[src/source/kicker_pkg.sv]
package kicker_pkg;

    typedef logic [21:0] sdram_addr_t;  // SDRAM word address
    typedef logic [24:0] ioctl_addr_t;  // Loader byte address
    typedef logic [ 7:0] byte_t;
    typedef logic [15:0] word_t;
    typedef logic [17:0] gfx_addr_t;    // Graphics slot, word address
    typedef logic [16:0] main_addr_t;   // Main CPU slot, byte address
    typedef logic [ 8:0] prom_addr_t;

    // One SDRAM programming write
    typedef struct packed {
        sdram_addr_t addr;
        byte_t       data;
        logic [1:0]  mask;              // Active low, one bit per lane
    } prog_wr_t;

    typedef struct packed {
        prom_addr_t  addr;
        logic [3:0]  data;
    } prom_wr_t;

    typedef struct packed {
        logic        cs;
        gfx_addr_t   addr;              // Main slot reads the low 17 bits
    } slot_req_t;

    typedef struct packed {
        logic        req;
        sdram_addr_t addr;
    } rom_port_t;

    function automatic sdram_addr_t byte_to_word(ioctl_addr_t a);
        return sdram_addr_t'(a >> 1);
    endfunction

    function automatic sdram_addr_t gfx_to_sdram(sdram_addr_t offset, gfx_addr_t a);
        return offset + sdram_addr_t'(a);
    endfunction

    // Two main CPU bytes share one SDRAM word
    function automatic sdram_addr_t main_to_sdram(sdram_addr_t offset, main_addr_t a);
        return offset + sdram_addr_t'(a >> 1);
    endfunction

endpackage
[src/source/kicker_game.sv]
`timescale 1ns/1ps

module kicker_game #(
    parameter kicker_pkg::ioctl_addr_t PROM_START  = 25'h140000,
    parameter kicker_pkg::sdram_addr_t GFX_OFFSET  = 22'h10000,
    parameter kicker_pkg::sdram_addr_t MAIN_OFFSET = 22'h0,
    parameter int                      CEN_N       = 16,
    parameter int                      CEN_M       = 125
) (
    input  logic                    clk,
    input  logic                    arst_n,
    output logic                    pxl_cen,
    output logic                    pxl2_cen,
    // ROM download
    input  logic                    downloading,
    output logic                    dwnld_busy,
    input  kicker_pkg::ioctl_addr_t ioctl_addr,
    input  kicker_pkg::byte_t       ioctl_dout,
    input  logic                    ioctl_wr,
    output kicker_pkg::prog_wr_t    prog,
    output logic                    prog_we,
    output kicker_pkg::prom_wr_t    prom,
    output logic                    prom_we,
    // ROM clients
    input  kicker_pkg::slot_req_t   gfx_req,
    output logic                    gfx_ok,
    output kicker_pkg::word_t       gfx_data,
    input  kicker_pkg::slot_req_t   main_req,
    output logic                    main_ok,
    output kicker_pkg::byte_t       main_data,
    // SDRAM
    output kicker_pkg::rom_port_t   sdram,
    input  logic                    sdram_ack,
    input  logic                    data_rdy,
    input  kicker_pkg::word_t       data_read
);

    logic [1:0] cen_base;

    assign dwnld_busy = downloading;
    assign pxl_cen    = cen_base[0];
    assign pxl2_cen   = cen_base[1];    // Half of pxl_cen

    kicker_frac_cen #(
        .W          ( 2             ),
        .N          ( CEN_N         ),
        .M          ( CEN_M         )
    ) u_cen (
        .clk        ( clk           ),
        .arst_n     ( arst_n        ),
        .cen        ( cen_base      )
    );

    kicker_dwnld #(
        .PROM_START ( PROM_START    )
    ) u_dwnld (
        .clk        ( clk           ),
        .arst_n     ( arst_n        ),
        .downloading( downloading   ),
        .ioctl_addr ( ioctl_addr    ),
        .ioctl_dout ( ioctl_dout    ),
        .ioctl_wr   ( ioctl_wr      ),
        .sdram_ack  ( sdram_ack     ),  // Shared with the fetcher
        .prog       ( prog          ),
        .prog_we    ( prog_we       ),
        .prom       ( prom          ),
        .prom_we    ( prom_we       )
    );

    kicker_rom_slots #(
        .GFX_OFFSET ( GFX_OFFSET    ),
        .MAIN_OFFSET( MAIN_OFFSET   )
    ) u_rom (
        .clk        ( clk           ),
        .arst_n     ( arst_n        ),
        .downloading( downloading   ),  // Reads held off while high
        .gfx_req    ( gfx_req       ),
        .gfx_ok     ( gfx_ok        ),
        .gfx_data   ( gfx_data      ),
        .main_req   ( main_req      ),
        .main_ok    ( main_ok       ),
        .main_data  ( main_data     ),
        .sdram      ( sdram         ),
        .sdram_ack  ( sdram_ack     ),
        .data_rdy   ( data_rdy      ),
        .data_read  ( data_read     )
    );

endmodule

[src/source/kicker_rom_slots.sv]
`timescale 1ns/1ps

module kicker_rom_slots #(
    parameter kicker_pkg::sdram_addr_t GFX_OFFSET  = 22'h10000,
    parameter kicker_pkg::sdram_addr_t MAIN_OFFSET = 22'h0
) (
    input  logic                    clk,
    input  logic                    arst_n,
    input  logic                    downloading,
    // ROM clients
    input  kicker_pkg::slot_req_t   gfx_req,
    output logic                    gfx_ok,
    output kicker_pkg::word_t       gfx_data,
    input  kicker_pkg::slot_req_t   main_req,
    output logic                    main_ok,
    output kicker_pkg::byte_t       main_data,
    // SDRAM read port
    output kicker_pkg::rom_port_t   sdram,
    input  logic                    sdram_ack,
    input  logic                    data_rdy,
    input  kicker_pkg::word_t       data_read
);

    import kicker_pkg::*;

    typedef enum logic [1:0] {
        idle,
        wait_ack,
        wait_data
    } state_t;

    state_t      state;
    logic        serve_main;            // Owner of the outstanding read
    logic        gfx_valid;
    logic        main_valid;
    gfx_addr_t   gfx_cache_addr;
    word_t       gfx_cache_data;
    logic [15:0] main_cache_word;       // Main cache tag is a word address
    word_t       main_cache_data;
    main_addr_t  main_addr;
    logic [15:0] main_word;
    logic        gfx_hit;
    logic        main_hit;
    logic        gfx_miss;
    logic        main_miss;
    logic        issue_gfx;
    logic        issue_main;
    logic        fill;

    assign main_addr  = main_addr_t'(main_req.addr);
    assign main_word  = main_addr[16:1];

    assign gfx_hit    = gfx_valid && gfx_cache_addr == gfx_req.addr;
    assign main_hit   = main_valid && main_cache_word == main_word;
    assign gfx_miss   = gfx_req.cs && !gfx_hit;
    assign main_miss  = main_req.cs && !main_hit;

    // Fixed priority, graphics first
    assign issue_gfx  = state == idle && !downloading && gfx_miss;
    assign issue_main = state == idle && !downloading && main_miss && !gfx_miss;
    assign fill       = state == wait_data && data_rdy;

    assign gfx_ok     = gfx_req.cs && gfx_hit;
    assign gfx_data   = gfx_cache_data;
    assign main_ok    = main_req.cs && main_hit;
    assign main_data  = main_addr[0] ? main_cache_data[7:0] : main_cache_data[15:8];

    always_ff @(posedge clk or negedge arst_n) begin
        if (!arst_n) begin
            state      <= idle;
            sdram      <= '0;
            serve_main <= 1'b0;
        end else begin
            case (state)
                idle: begin
                    if (issue_gfx) begin
                        sdram.req  <= 1'b1;
                        sdram.addr <= gfx_to_sdram(GFX_OFFSET, gfx_req.addr);
                        serve_main <= 1'b0;
                        state      <= wait_ack;
                    end else if (issue_main) begin
                        sdram.req  <= 1'b1;
                        sdram.addr <= main_to_sdram(MAIN_OFFSET, main_addr);
                        serve_main <= 1'b1;
                        state      <= wait_ack;
                    end
                end
                wait_ack: begin
                    if (sdram_ack) begin
                        sdram.req <= 1'b0;      // Address held up to here
                        state     <= wait_data;
                    end
                end
                wait_data: begin
                    if (data_rdy) state <= idle;
                end
                default: state <= idle;
            endcase
        end
    end

    // Valid flags, all dropped during download
    always_ff @(posedge clk or negedge arst_n) begin
        if (!arst_n) begin
            gfx_valid  <= 1'b0;
            main_valid <= 1'b0;
        end else if (downloading) begin
            gfx_valid  <= 1'b0;
            main_valid <= 1'b0;
        end else begin
            if (issue_gfx) begin
                gfx_valid <= 1'b0;
            end else if (fill && !serve_main) begin
                gfx_valid <= 1'b1;
            end
            if (issue_main) begin
                main_valid <= 1'b0;
            end else if (fill && serve_main) begin
                main_valid <= 1'b1;
            end
        end
    end

    // Tags load on issue, data on fill
    always_ff @(posedge clk) begin
        if (issue_gfx)  gfx_cache_addr  <= gfx_req.addr;
        if (issue_main) main_cache_word <= main_word;
        if (fill && !serve_main) gfx_cache_data  <= data_read;
        if (fill && serve_main)  main_cache_data <= data_read;
    end

endmodule

[src/source/kicker_dwnld.sv]
`timescale 1ns/1ps

module kicker_dwnld #(
    parameter kicker_pkg::ioctl_addr_t PROM_START = 25'h140000
) (
    input  logic                    clk,
    input  logic                    arst_n,
    input  logic                    downloading,
    // Loader byte stream
    input  kicker_pkg::ioctl_addr_t ioctl_addr,
    input  kicker_pkg::byte_t       ioctl_dout,
    input  logic                    ioctl_wr,
    // SDRAM programming port
    input  logic                    sdram_ack,
    output kicker_pkg::prog_wr_t    prog,
    output logic                    prog_we,
    // PROM write port
    output kicker_pkg::prom_wr_t    prom,
    output logic                    prom_we
);

    import kicker_pkg::*;

    ioctl_addr_t prom_offset;
    logic        is_prom;
    logic        accept;
    logic        take_prog;
    logic        take_prom;

    // Bytes are lost while an SDRAM write is still pending
    assign accept      = downloading && ioctl_wr && !prog_we;
    assign is_prom     = ioctl_addr >= PROM_START;
    assign prom_offset = ioctl_addr - PROM_START;
    assign take_prog   = accept && !is_prom;
    assign take_prom   = accept && is_prom;

    always_ff @(posedge clk or negedge arst_n) begin
        if (!arst_n) begin
            prog_we <= 1'b0;
            prom_we <= 1'b0;
        end else begin
            prom_we <= take_prom;               // Single cycle strobe
            if (take_prog) begin
                prog_we <= 1'b1;
            end else if (sdram_ack) begin
                prog_we <= 1'b0;                // Drops the cycle after ack
            end
        end
    end

    // Write fields hold while prog_we is high
    always_ff @(posedge clk) begin
        if (take_prog) begin
            prog.addr <= byte_to_word(ioctl_addr);
            prog.data <= ioctl_dout;
            // Even byte goes to the upper lane
            prog.mask <= {ioctl_addr[0], ~ioctl_addr[0]};
        end
        if (take_prom) begin
            prom.addr <= prom_addr_t'(prom_offset);
            prom.data <= ioctl_dout[3:0];       // PROMs are 4 bits wide
        end
    end

endmodule

[src/source/kicker_frac_cen.sv]
`timescale 1ns/1ps

module kicker_frac_cen #(
    parameter int W = 2,                // Number of enable outputs
    parameter int N = 16,
    parameter int M = 125
) (
    input  logic         clk,
    input  logic         arst_n,
    output logic [W-1:0] cen            // Bit i runs at N/M/2^i
);

    localparam int AW = $clog2(M + N) + 1;

    logic [AW-1:0] acc;
    logic [AW-1:0] acc_sum;
    logic [W-2:0]  div_cnt;             // Counts pulses of bit 0
    logic [W-1:0]  div_hit;

    assign acc_sum = acc + AW'(N);

    // Bit i fires when all lower divider bits are set
    always_comb begin
        div_hit    = '0;
        div_hit[0] = 1'b1;
        for (int i = 1; i < W; i++) begin
            div_hit[i] = div_hit[i-1] & div_cnt[i-1];
        end
    end

    always_ff @(posedge clk or negedge arst_n) begin
        if (!arst_n) begin
            acc     <= '0;
            div_cnt <= '0;
            cen     <= '0;
        end else begin
            if (acc_sum >= AW'(M)) begin
                acc     <= acc_sum - AW'(M);    // Modulo M wrap
                div_cnt <= div_cnt + 1'b1;
                cen     <= div_hit;
            end else begin
                acc     <= acc_sum;
                cen     <= '0;
            end
        end
    end

endmodule

[config.mk]
export PLATFORM = sky130hd
export DESIGN_NAME = kicker_game
export DESIGN_NICKNAME = d
export VERILOG_FILES = /design/src/source/kicker_pkg.sv /design/src/source/kicker_game.sv /design/src/source/kicker_rom_slots.sv /design/src/source/kicker_dwnld.sv /design/src/source/kicker_frac_cen.sv
export SDC_FILE = /design/constraint.sdc
export NUM_CORES = 1
export LEC_CHECK = 0
export BUFFER_PORTS_ARGS = -buffer_cell sky130_fd_sc_hd__buf_2
export CORE_MARGIN = 3
export CORE_UTILIZATION = 40
export DETAILED_ROUTE_END_ITERATION = 8
export MAX_ROUTING_LAYER = met4
export PLACE_DENSITY = 0.74
export SETUP_SLACK_MARGIN = 0.4
export SLEW_MARGIN = 10
export SYNTH_ARGS = -nofsm -noshare
export SYNTH_HDL_FRONTEND = slang
export SYNTH_SLANG_ARGS = --single-unit
[constraint.sdc]
create_clock -name clk -period 4.6 [get_ports clk]
set_input_delay 0.23 -clock clk [delete_from_list [all_inputs] [get_ports clk]]
set_output_delay 0.23 -clock clk [all_outputs]
set_load 0.01 [all_outputs]
# Yosys cells after proc, flatten, opt, wreduce, memory -nomap -nowiden
# Cells that the tools add are included.
[op_classes]
n_addsub = 5
magnitude_cmp = 2
eq_ne = 7
n_mux = 21
bitwise = 1
n_reduce_logical = 33
[ops]
columns = ["op", "count"]
rows = [
  ["two-way mux 23 bit", 2],
  ["greater-or-equal comparator 25 x 21 -> 1 bit (second input constant)", 1],
  ["adder 17 x 18 -> 19 bit (first input constant)", 1],
  ["equality test 18 bit", 1],
  ["logical AND 1 bit", 17],
  ["equality test 16 bit", 1],
  ["two-way mux 1 bit", 10],
  ["two-way mux 2 bit", 5],
  ["adder 9 x 5 -> 9 bit (second input constant)", 1],
  ["greater-or-equal comparator 9 x 7 -> 1 bit (second input constant)", 1],
  ["two-way mux 9 bit", 1],
  ["subtractor 9 x 1 -> 9 bit (second input constant)", 1],
  ["subtractor 9 x 7 -> 9 bit (second input constant)", 1],
  ["two-way mux 8 bit", 1],
  ["logical NOT 1 bit", 7],
  ["one-hot mux 2 bit (3 select lines)", 1],
  ["AND reduction 3 bit", 2],
  ["nonzero test 2 bit", 3],
  ["nonzero test 3 bit", 2],
  ["inequality test 2 bit (second input constant)", 2],
  ["inequality test 3 x 1 -> 1 bit (second input constant)", 1],
  ["equality test 2 x 1 -> 1 bit (second input constant)", 1],
  ["equality test 2 bit (second input constant)", 1],
  ["logical NOT 2 bit", 1],
  ["4 further kinds", 4],
]
[word_totals]
reg_bits = 153
input_bits = 93
out_inout_bits = 99

# Depth between registers and ports, before layout
# Gate-level depths: netlist (run 1).
[logic_depth]
word_depth = 9
ltp_mapped = 9
ltp_nobuf = 8

# Modules after synthesis
# From an unflattened synthesis (run 1), not the netlist that was laid out.
[hier_totals]
hier_cells = 343
area_unflattened_um2 = 5808.1
[modules_own_cells]
columns = ["module", "instances", "cells_each", "area_per_inst_um2", "seq_area_each_um2"]
rows = [
  ["kicker_rom_slots", 1, 216, 3608.5, 2607.5],
  ["kicker_dwnld", 1, 55, 1466.4, 1401.3],
  ["kicker_frac_cen", 1, 71, 725.7, 300.3],
  ["kicker_game", 1, 1, 7.5, 0.0],
]

# Worst setup path after synthesis (run 1)
# Ideal clock, no wire load.
[synth_timing]
path_type = "input-to-reg"
start = "in ioctl_addr[23]"
end = "reg, netlist name u_dwnld.prog[0]"
t_arrival_ps = 3042
required_ps = 4130
setup_slack_ps = 1087
path_stages = 3
n_path_buf = 0
cell_sequence = "nor4_1 -> and2_1 -> nor3b_1"
[synth_between]
elab_chain_cells = 3
[synth_lines]
columns = ["item", "line", "text"]
rows = [
  ["start, declared", "kicker_game.sv:17", "input kicker_pkg::ioctl_addr_t ioctl_addr,"],
  ["greater-or-equal comparator 25 x 21 -> 1 bit", "kicker_dwnld.sv:32", "assign is_prom = ioctl_addr >= PROM_START;"],
  ["logical NOT 1 bit", "kicker_dwnld.sv:34", "assign take_prog = accept && !is_prom;"],
  ["logical AND 1 bit", "kicker_dwnld.sv:34", ""],
  ["net u_dwnld.take_prog", "kicker_dwnld.sv:27", "logic take_prog;"],
]
# The timed path passes the listed nets, and every way through them passes these cells.
# A chain may end at the register's enable or synchronous reset.

# Worst setup path in the final report (run 1)
[layout_timing]
start = "reg u_rom.main_cache_word[10]"
end = "reg, netlist name u_rom.sdram[3]"
[layout_between]
elab_chain_cells = 8
[layout_lines]
columns = ["item", "line", "text"]
rows = [
  ["start, declared", "kicker_rom_slots.sv:38", "logic [15:0] main_cache_word;"],
  ["start signal, assigned", "kicker_rom_slots.sv:127", "if (issue_main) main_cache_word <= main_word;"],
  ["equality test 16 bit", "kicker_rom_slots.sv:54", "assign main_hit = main_valid && main_cache_word == main_word;"],
  ["logical AND 1 bit", "kicker_rom_slots.sv:54", ""],
  ["logical NOT 1 bit", "kicker_rom_slots.sv:56", "assign main_miss = main_req.cs && !main_hit;"],
  ["logical AND 1 bit", "kicker_rom_slots.sv:56", ""],
  ["logical AND 1 bit (2 in a row)", "kicker_rom_slots.sv:60", "assign issue_main = state == idle && !downloading && main_miss && !gfx_miss;"],
  ["nonzero test 2 bit (no source line)", "n/a", ""],
  ["AND reduction 2 bit (no source line)", "n/a", ""],
]
# No other way between the ends.

==> flow_summary.json, run 1 <==
{
  "die_area_mm2": 0.0158,
  "netlist_instances": 336,
  "slew_headroom_pct": 37.6,
  "fin_ws_ns": 1.65,
  "ios": 192,
  "route.detailed.drc": 0,
  "final_area_mm2": 0.00793,
  "finalMaxSlewViolations": 0,
  "die_w_um": 126,
  "ys_seq_area_share_pct": 75.0,
  "root_buffer": "clkbuf_16",
  "combPwrFrac_pct": 16.2,
  "grt_max_degree": 40,
  "core_mm2": 0.0140,
  "power_density_mw_per_mm2": 454,
  "tightest_slew_ns": 0.936,
  "h-tree-depth": 4,
  "grt_overflow": 0,
  "crit_required_ns": 4.90,
  "pre_cts_slack_ns": 1.64,
  "cts_buffers": 17,
  "cts_buffer_depth": 2,
  "outcome": "complete, no violations",
  "regArea_mm2": 0.00431,
  "fmaxAchievable_ghz": 0.339,
  "path_cells": "xor2_1 > nor4_1 > nand4_1 > o211ai_2 > buf_4 > mux2_1 > mux2_1",
  "fin_setup_tns_ns": 0,
  "place_area_mm2": 0.00691,
  "setup.worst_path.class": "reg -> reg",
  "dp.cells": 702,
  "n_fill_cell": 1140,
  "avgSynthCellArea_um2": 17.1,
  "critPathLaunchType": "flop",
  "grt_pass1_wl_um": 20100,
  "p_int_mw": 2.67,
  "drtAntennaViolNets": 0,
  "cap_violations": 0,
  "pwr-share-clk_pct": 36.4,
  "crit_family": "simple AND/OR/NAND/NOR gates",
  "antenna_found_initial": 0,
  "tritoncts": "built",
  "ir_drop_mv": 0.213,
  "routedWlPerCell_um": 16.7,
  "path_common_cell": "mux2_1",
  "grt_pass1_vias": 3841,
  "cp_max_fo": 12,
  "post_cts_buffers": 0,
  "clkSinkCount": 150,
  "drive_above_1_share_pct": 40.6,
  "whs_ns": 0.0215,
  "drt-initial-drc-count": 111,
  "firstDrtPassIters": 5,
  "syn_area_mm2": 0.00575,
  "yosysWarnings": 0,
  "switching_power_mw": 0.931,
  "cp_num_buf_inv": 1,
  "mostFrequentLayoutCells": "buf_2 (187), edfxtp_1 (111), dlygate4sd3_1 (45)",
  "post-route-util_pct": 56.7,
  "grt_use_total_pct": 17.1,
  "rsz0062_at_grt": "no",
  "power_leakage_nw": 3.32,
  "io_buffers": 187,
  "stdcell_count": 779,
  "cts_resized": 0,
  "multi_input_area_mm2": 0.00134,
  "insertion_delay_ns": 0.42,
  "via_per_inst": 4.68,
  "gp_congestion": 0.818,
  "skew_ns": 0.00871,
  "cts_hold_buf": 42,
  "critPathCaptureType": "flop",
  "min_period_ns": 2.95,
  "fp-row-count": 43,
  "cpMaxStageDelayCell": "o211ai_2",
  "swShare_pct": 25.8,
  "area_growth_pct": 38.0,
  "layout_commonest_cell": "buf_2",
  "fin_nets": 684,
  "ys_ff_latch": 150,
  "clk_pin_slew_ns": 0.06,
  "hold_viol": 0,
  "diodes": 0,
  "synth_cell_types": 35,
  "totalWireLength_um": 13000,
  "dp_hpwl_um": 9350,
  "vias": 3643,
  "setup_violations": 0,
  "period_share_pct": 64.1,
  "start_util_pct": 41.1,
  "fp.dieH_um": 126,
  "hp-class": "in -> reg",
  "finalPower_mw": 3.60,
  "arrival_ns": 3.25,
  "p_seq_share_pct": 47.3,
  "cpPeakStageDelay_ns": 0.61
}
[Yosys cell counts]
cell / number / area share (%)
o21ai_0: 1 / 0.087
xor2_1: 20 / 3.0
o211ai_2: 1 / 0.22
nand4_1: 5 / 0.54
and4_1: 1 / 0.15
buf_2: 3 / 0.26
ha_1: 5 / 1.1
inv_2: 1 / 0.065
nand2_1: 12 / 0.78
nor4_1: 6 / 0.65
a21o_1: 3 / 0.39
dfrtp_1: 39 / 17
mux2_1: 28 / 5.5
a21oi_1: 3 / 0.26
nor3_1: 11 / 0.96
and2_1: 2 / 0.22
clkbuf_1: 1 / 0.065
maj3_1: 1 / 0.17
a21boi_1: 1 / 0.13
a31oi_1: 2 / 0.22
o311ai_1: 1 / 0.15
xnor2_1: 25 / 3.8
mux2_2: 12 / 2.4
buf_4: 4 / 0.52
buf_6: 2 / 0.39
o211ai_1: 2 / 0.26
o21ai_1: 1 / 0.087
edfxtp_1: 111 / 58
inv_1: 12 / 0.78
nor2_1: 10 / 0.65
nand3_1: 4 / 0.35
nor3b_1: 1 / 0.13
mux2i_1: 3 / 0.52
conb_1: 1 / 0.065
and3_1: 1 / 0.11
[logic make-up (layout without fill, tap and decap cells)]
family | after synthesis | in the layout | synth area share [%]
compound gates | 15 | 15 | 1.81
fa+ha+maj | 6 | 6 | 1.26
xor+xnor | 45 | 45 | 6.86
flops | 150 | 150 | 75.0
buf+inv | 23 | 284 | 2.09
simple gates | 53 | 53 | 4.55
mux | 43 | 43 | 8.36
other cells | 1 | 3 | 0.0653
[routing by layer]
metal	routed length (µm)	vias to the layer above	track usage (%)
met5	0	-	-
met4	293	0	7.51
met3	567	24	3.90
met2	6870	101	28.8
met1	5320	1779	19.8
li1	-	1739	-
[sequential cells by signal, indices dropped and copies added (netlist names), 9 cells and up]
signal	count
u_cen.acc	9
u_dwnld.prog	32
u_dwnld.prom	13
u_rom.gfx_cache_addr	18
u_rom.gfx_data	16
u_rom.main_cache_data	16
u_rom.main_cache_word	16
u_rom.sdram	20
[power by group through the flow]
stage / logic, mW / clock network (mW) / registers, mW
floorplan: 0.262 / 0 / 1.78
detailed placement: 0.564 / 0 / 1.73
global placement: 0.544 / 0 / 1.73
CTS: 0.596 / 1.35 / 1.71
global route: 0.639 / 1.41 / 1.72
finish: 0.586 / 1.31 / 1.71
[path summary, 6_finish.rpt]
check	from	endpoint	slack (ns)	cells after the start
min reg2reg	u_cen.div_cnt$_DFFE_PN0N_	u_cen.div_cnt$_DFFE_PN0N_	0.50	2
max reg2reg	u_rom.main_cache_word[10]$_DFFE_PP_	u_rom.sdram[3]$_DFFE_PN0P_	1.65	7
max	u_rom.main_cache_word[10]$_DFFE_PP_	u_rom.sdram[3]$_DFFE_PN0P_	1.65	7
max in group asynchronous	arst_n	u_rom.sdram[10]$_DFFE_PN0P_	3.50	2
min in group asynchronous	arst_n	u_rom.sdram[5]$_DFFE_PN0P_	0.51	2
min	data_read[11]	u_rom.gfx_data[11]$_DFFE_PP_	0.02	1
[area by class of cell]
class                   count  area share [%]
repair buffers            239            18.1
multi-input cells         165            16.9
clock buffers              17            5.36
well taps                 180            2.84
clock inverters            15            1.83
flip-flops and latches    150            54.3
inverters                  13           0.615
(Power assumes the default switching activity.)
==> run 2, diff against run 1 <==
--- a/config.mk
+++ b/config.mk
@@ -5,12 +5,13 @@
 export SDC_FILE = /design/constraint.sdc
 export NUM_CORES = 1
 export LEC_CHECK = 0
+export ABC_AREA = 1
 export BUFFER_PORTS_ARGS = -buffer_cell sky130_fd_sc_hd__buf_2
 export CORE_MARGIN = 3
 export CORE_UTILIZATION = 40
 export DETAILED_ROUTE_END_ITERATION = 8
 export MAX_ROUTING_LAYER = met4
-export PLACE_DENSITY = 0.74
+export PLACE_DENSITY = 0.73
 export SETUP_SLACK_MARGIN = 0.4
 export SLEW_MARGIN = 10
 export SYNTH_ARGS = -nofsm -noshare
==> constraint.sdc (replaced) <==
create_clock -name clk -period 2.8 [get_ports clk]
set_input_delay 0.14 -clock clk [delete_from_list [all_inputs] [get_ports clk]]
set_output_delay 0.14 -clock clk [all_outputs]
set_load 0.01 [all_outputs]
==> run 2 against run 1 <==
Die area up 4.5%. Sequential power increased by 62%. Global-route usage up 1.6 points. Area after synthesis increased by 4.7%. Hold slack improved by 0.0056 ns. Sequential share of layout area decreased by 3.9 points. Non-clock buffer count rose by 38. Cell count grew 26%. Critical path type is now in -> reg. Critical endpoint is now u_rom.main_cache_word[12]$_DFFE_PP_. Largest cell class unchanged.
==> flow_summary.json, run 2 <==
{
  "synth.most_common_cell": "nand2_1",
  "fp.dieH_um": 129,
  "fin_setup_tns_ns": 0,
  "power_leakage_nw": 3.93,
  "die_area_mm2": 0.0165,
  "drive_above_1_share_pct": 30.9,
  "yosysWarnings": 0,
  "skew_ns": 0.00755,
  "io_buffers": 187,
  "via_per_inst": 4.58,
  "n_fill_cell": 1143,
  "fp-row-count": 44,
  "synth_commonest_cells": "nand2_1 (121), edfxtp_1 (111), inv_1 (62)",
  "grt_pass1_wl_um": 23300,
  "cap_violations": 0,
  "largest_register_ffs": 32,
  "min_period_ns": 2.17,
  "setup.worst_path.class": "in -> reg",
  "regArea_mm2": 0.00431,
  "tightest_slew_ns": 0.953,
  "final_area_mm2": 0.00854,
  "cts_buffers": 17,
  "synth_top_flop_cell": "edfxtp_1",
  "cts_buffer_depth": 2,
  "dp_hpwl_um": 10000,
  "die_w_um": 129,
  "route.detailed.drc": 0,
  "h-tree-depth": 4,
  "netlist_instances": 495,
  "firstDrtPassIters": 4,
  "clkSinkCount": 150,
  "ios": 192,
  "critPathLaunchType": "primary input",
  "finalMaxSlewViolations": 0,
  "hold_viol": 0,
  "synth_cell_types": 33,
  "drtAntennaViolNets": 0,
  "root_buffer": "clkbuf_16",
  "yosys-top-cells-area": "edfxtp_1 (55%), dfrtp_1 (16%), nand2_1 (7.5%)",
  "top_regs": "u_dwnld.prog (32), u_rom.sdram (20), u_rom.gfx_cache_addr (18)",
  "avgSynthCellArea_um2": 12.2,
  "drt-initial-drc-count": 363,
  "setup_violations": 0,
  "synth_edf_count": 111,
  "cp_max_fo": 19,
  "grt_max_degree": 40,
  "ir_drop_mv": 0.378,
  "tritoncts": "built",
  "synth_async_sr_flop_share_pct": 26.0,
  "yosysTopAreaCell": "edfxtp_1",
  "start_util_pct": 41.1,
  "crit_required_ns": 2.91,
  "multi_input_area_mm2": 0.00138,
  "grt_use_total_pct": 18.8,
  "layout_commonest_cell": "buf_2",
  "routedWlPerCell_um": 15.4,
  "largest_register": "u_dwnld.prog",
  "totalWireLength_um": 15100,
  "whs_ns": 0.0271,
  "fin_nets": 879,
  "period_share_pct": 77.4,
  "clk_pin_slew_ns": 0.06,
  "syn_area_mm2": 0.00602,
  "vias": 4487,
  "rsz0062_at_grt": "no",
  "slew_headroom_pct": 36.5,
  "gp_congestion": 0.786,
  "arrival_ns": 2.28,
  "hp-class": "in -> reg",
  "grt_pass1_vias": 4561,
  "area_growth_pct": 41.9,
  "mostFrequentLayoutCells": "buf_2 (187), nand2_1 (121), edfxtp_1 (111)",
  "core_mm2": 0.0146,
  "place_area_mm2": 0.00716,
  "outcome": "complete, no violations",
  "fmaxAchievable_ghz": 0.462,
  "synth_top_cell_area_share_pct": 55.4,
  "rrSetupSlack_ns": 0.64,
  "power_density_mw_per_mm2": 680,
  "post-route-util_pct": 58.3,
  "insertion_delay_ns": 0.42,
  "ys_ff_latch": 150,
  "grt_overflow": 0,
  "antenna_found_initial": 1,
  "critPathCaptureType": "flop",
  "ys_seq_area_share_pct": 71.6
}
[run 2: cell types whose count changed after synthesis, moves of 4 or more]
cell,previous run,this run
nor3_1,11,2
xnor2_1,25,4
inv_1,12,62
nand3_1,4,41
mux2_2,12,8
nor4_1,6,0
nand4_1,5,0
nand2_1,12,121
o21ai_0,1,13
xor2_1,20,11
nor2_1,10,40
mux2_1,28,0
[run 2: cell type report]
type / count / area share, %
clock buffers: 23 / 5.61
inverters: 66 / 2.90
well taps: 184 / 2.70
repair buffers: 277 / 21.3
multi-input cells: 269 / 16.2
clock inverters: 9 / 0.821
flip-flops and latches: 150 / 50.5
diodes: 1 / 0.0293
[run 2: cells by family after synthesis]
| kind of cell | count (synthesis) | share of synthesized area [%] |
|---|---|---|
| AOI/OAI and AO/OA | 21 | 1.95 |
| xor gates and xnor gates | 17 | 2.72 |
| adders and majority gates | 5 | 1.04 |
| buffers and inverters | 78 | 5.59 |
| DFF | 150 | 71.6 |
| muxes | 8 | 1.50 |
| other | 1 | 0.0623 |
| and+or+nand+nor | 215 | 15.5 |
[run 2: timing repair]
action	4_1_cts	5_1_grt
setup buffers	0	0
hold endpoints to repair	163	0
hold buffers	83	0
gates resized for setup	0	0
[run 2: per-layer routing]
layer	vias to the layer above	global-route usage (%)	share of wire [%]
met5	-	-	0
met4	0	7.16	2.0
met3	22	4.40	6.8
met2	176	31.5	50
met1	2082	22.1	41
li1	2207	-	-
[run 2: where the power goes]
group	internal (mW)	total [mW]	switching (mW)	leakage [nW]
registers	2.65	2.77	0.116	1.51
logic	0.393	0.935	0.543	2.17
clock network	1.22	2.10	0.883	0.256
[run 2: critical path, stage by stage]
cell and delay [ns]:
dlygate4sd3_1 0.53, buf_2 0.13, inv_1 0.06, or2_0 0.21
o211ai_1 0.09, nor2_1 0.08, nand3_1 0.14, nand2_1 0.10
inv_2 0.30, nand2_1 0.09, inv_1 0.17, buf_4 0.25
[run 2: final timing paths]
kind / from / endpoint / cells after the start
min reg2reg: u_rom.sdram[22]$_DFFE_PN0P_ / u_rom.sdram[22]$_DFFE_PN0P_ / 2
min: data_rdy / u_rom.state[1]$_DFFE_PN0P_ / 3
min in group asynchronous: arst_n / u_rom.sdram[12]$_DFFE_PN0P_ / 2
max in group asynchronous: arst_n / u_dwnld.prom_we$_DFF_PN0_ / 2
max reg2reg: u_rom.main_cache_word[7]$_DFFE_PP_ / u_rom.main_cache_word[12]$_DFFE_PP_ / 9
max: main_req[8] / u_rom.main_cache_word[12]$_DFFE_PP_ / 12
[run 2: stage by stage]
stage / power [mW] / worst slack, ns / instances
global placement: 3.63 / 0.697 / 863
finish: 5.80 / 0.634 / 979
CTS: 5.84 / 0.628 / 978
detailed placement: 3.66 / 0.695 / 863
global route: 6.08 / 0.403 / 979
floorplan: 3.28 / 0.426 / 497
==> run 3, diff against run 2 <==
--- a/config.mk
+++ b/config.mk
@@ -11,7 +11,7 @@
 export CORE_UTILIZATION = 40
 export DETAILED_ROUTE_END_ITERATION = 8
 export MAX_ROUTING_LAYER = met4
-export PLACE_DENSITY = 0.73
+export PLACE_DENSITY = 0.76
 export SETUP_SLACK_MARGIN = 0.4
 export SLEW_MARGIN = 10
 export SYNTH_ARGS = -nofsm -noshare
==> constraint.sdc (replaced) <==
create_clock -name clk -period 1.9 [get_ports clk]
set_input_delay 0.095 -clock clk [delete_from_list [all_inputs] [get_ports clk]]
set_output_delay 0.095 -clock clk [all_outputs]
set_load 0.01 [all_outputs]
==> run 3 against run 2 <==
The run now ends with setup timing left. Non-clock buffer count rose by 42. Largest cell class unchanged. Count of clock-buffer cells in the layout down 6. Die area stayed put. Routed wire length is 14% higher. Cell count grew 4.6%. Sequential share of layout area shrank 4.9 points. Total power up 59%. Clock skew rose by 0.0034 ns. Global-route usage grew 0.80 points. Worst setup slack got worse by 0.69 ns. Utilization up 6.4 points. Largest power group unchanged. Highest routed layer unchanged.
==> flow_summary.json, run 3 (synthesis results as in run 2) <==
{
  "outcome": "complete, but fails checks",
  "failed_checks": "setup timing",
  "cts_buffers": 17,
  "pre_cts_slack_ns": 0.0332,
  "path_common_cell": "nand2_1",
  "setup.worst_path.class": "reg -> reg",
  "top_regs": "u_dwnld.prog (32), u_rom.sdram (20), u_rom.gfx_cache_addr (18)",
  "grt_use_total_pct": 19.6,
  "insertion_delay_ns": 0.42,
  "die_area_mm2": 0.0165,
  "path_cells": "nand2_1 > nand2_1 > nor2_2 > nand2_2 > nor2_2 > nand3_2 > buf_6 > nand3_4 > inv_4 > nor2_4 > clkbuf_16 > nand2_1 > nand3_1",
  "cp_num_buf_inv": 3,
  "skew_ns": 0.0110,
  "fin_nets": 921,
  "grt_pass1_vias": 4783,
  "ios": 192,
  "start_util_pct": 41.1,
  "largest_register_ffs": 32,
  "clkSinkCount": 150,
  "ir_drop_mv": 0.621,
  "rsz0062_at_grt": "yes",
  "arrival_ns": 2.32,
  "firstDrtPassIters": 5,
  "n_fill_cell": 1051,
  "die_w_um": 129,
  "antenna_found_initial": 4,
  "drtAntennaViolNets": 0,
  "tightest_slew_ns": 0.571,
  "clk_pin_slew_ns": 0.06,
  "drive_above_1_share_pct": 43.8,
  "vias": 4920,
  "min_period_ns": 1.96,
  "grt_pass1_wl_um": 24200,
  "root_buffer": "clkbuf_16",
  "power_density_mw_per_mm2": 976,
  "h-tree-depth": 4,
  "fp-row-count": 44,
  "routedWlPerCell_um": 16.7,
  "critPathLaunchType": "flop",
  "core_mm2": 0.0146,
  "setup_violations": 21,
  "totalWireLength_um": 17100,
  "dp.cells": 869,
  "crit_required_ns": 2.26,
  "critPathCaptureType": "flop",
  "tritoncts": "built",
  "route.detailed.drc": 0,
  "finalMaxSlewViolations": 0,
  "power_leakage_nw": 4.36,
  "gp_congestion": 0.789,
  "finalPower_mw": 9.24,
  "period_share_pct": 103,
  "grt_overflow": 0,
  "via_per_inst": 4.80,
  "largest_register": "u_dwnld.prog",
  "cts_buffer_depth": 2,
  "io_buffers": 187,
  "hold_viol": 0,
  "drt-initial-drc-count": 339,
  "dp_hpwl_um": 9970,
  "fmaxAchievable_ghz": 0.511,
  "hp-class": "in -> reg",
  "crit_family": "simple AND/OR/NAND/NOR gates",
  "fp.dieH_um": 129,
  "fin_ws_ns": -0.0586,
  "layout_commonest_cell": "buf_2",
  "area_growth_pct": 57.4,
  "stdcell_count": 1024,
  "cpPeakStageDelay_ns": 0.40,
  "cpMaxStageDelayCell": "edfxtp_1",
  "mostFrequentLayoutCells": "buf_2 (187), edfxtp_1 (111), nand2_1 (93)",
  "cp_max_fo": 7,
  "cap_violations": 0,
  "grt_max_degree": 33,
  "slew_headroom_pct": 61.9
}
[run 3: changes by cell type in the layout (fill, tap and decap cells not counted), sizes merged, moves of 2 or more]
cell / previous run / this run
buf: 194 / 232
bufinv: 0 / 2
clkbuf: 23 / 19
clkinv: 3 / 8
diode: 1 / 4
dlygate4sd3: 83 / 85
[run 3: worst paths after layout]
path,startpoint,to,slack (ns),cells past startpoint
worst min register to register,u_rom.sdram[17]$_DFFE_PN0P_,u_rom.sdram[17]$_DFFE_PN0P_,0.49,2
worst min-delay path,main_req[3],u_rom.sdram[2]$_DFFE_PN0P_,0.02,3
worst max register to register,u_rom.gfx_cache_addr[9]$_DFFE_PP_,u_rom.sdram[12]$_DFFE_PN0P_,-0.06,13
max in group asynchronous,arst_n,u_cen.acc[4]$_DFF_PN0_,1.15,3
min in group asynchronous,arst_n,u_rom.sdram[2]$_DFFE_PN0P_,0.20,2
worst max-delay path,u_rom.gfx_cache_addr[9]$_DFFE_PP_,u_rom.sdram[12]$_DFFE_PN0P_,-0.06,13
[run 3: area by class of cell]
cell class,count,area (µm²),area share (%)
Tap cell,184,230,2.43
Timing Repair Buffer,319,2310,24.4
Clock inverter,15,151,1.60
Sequential cell,150,4310,45.5
Inverter,66,262,2.76
Clock buffer,17,425,4.49
Multi-Input combinational cell,269,1770,18.7
Antenna cell,4,10.0,0.106
[run 3: repair_timing]
item,4_1_cts,5_1_grt
hold endpoints to repair,148,1
cloned,0,3
setup endpoints to repair,70,105
gates resized for setup,34,88
buffers inserted,16,15
hold buffers,84,1
pin swaps,9,29
[run 3: through the flow]
step | area (µm²) | setup TNS, ns | hold WS, ns | util (%)
floorplan | 6070 | 0 | -0.201 | -
CTS | 8960 | 0 | 0.00614 | 61.2
global placement | 7260 | 0 | 0.0942 | 49.6
finish | 9470 | -0.835 | 0.0213 | 64.7
detailed placement | 7260 | 0 | 0.101 | 49.6
global route | 9470 | -3.46 | 0.0441 | 64.7
[run 3: power breakdown]
part	internal [mW]	total, mW	switching [mW]	leakage, nW
logic	0.847	1.85	1.00	2.57
registers	3.91	4.14	0.224	1.51
clock network	1.93	3.26	1.32	0.281
[run 3: tightest hold or removal path, delay by kind of cell]
kind	cells	cell delay [ns]
simple gates	2	0.16
buf+inv	1	0.14
[run 3: per-layer routing]
| metal | global-route usage (%) | routed length [µm] | part of all wire, % |
|---|---|---|---|
| met3 | 4.94 | 1260 | 7.4 |
| met2 | 33.7 | 8950 | 52 |
| met4 | 6.67 | 319 | 1.9 |
| met1 | 22.3 | 6590 | 38 |
| met5 | - | 0 | 0 |
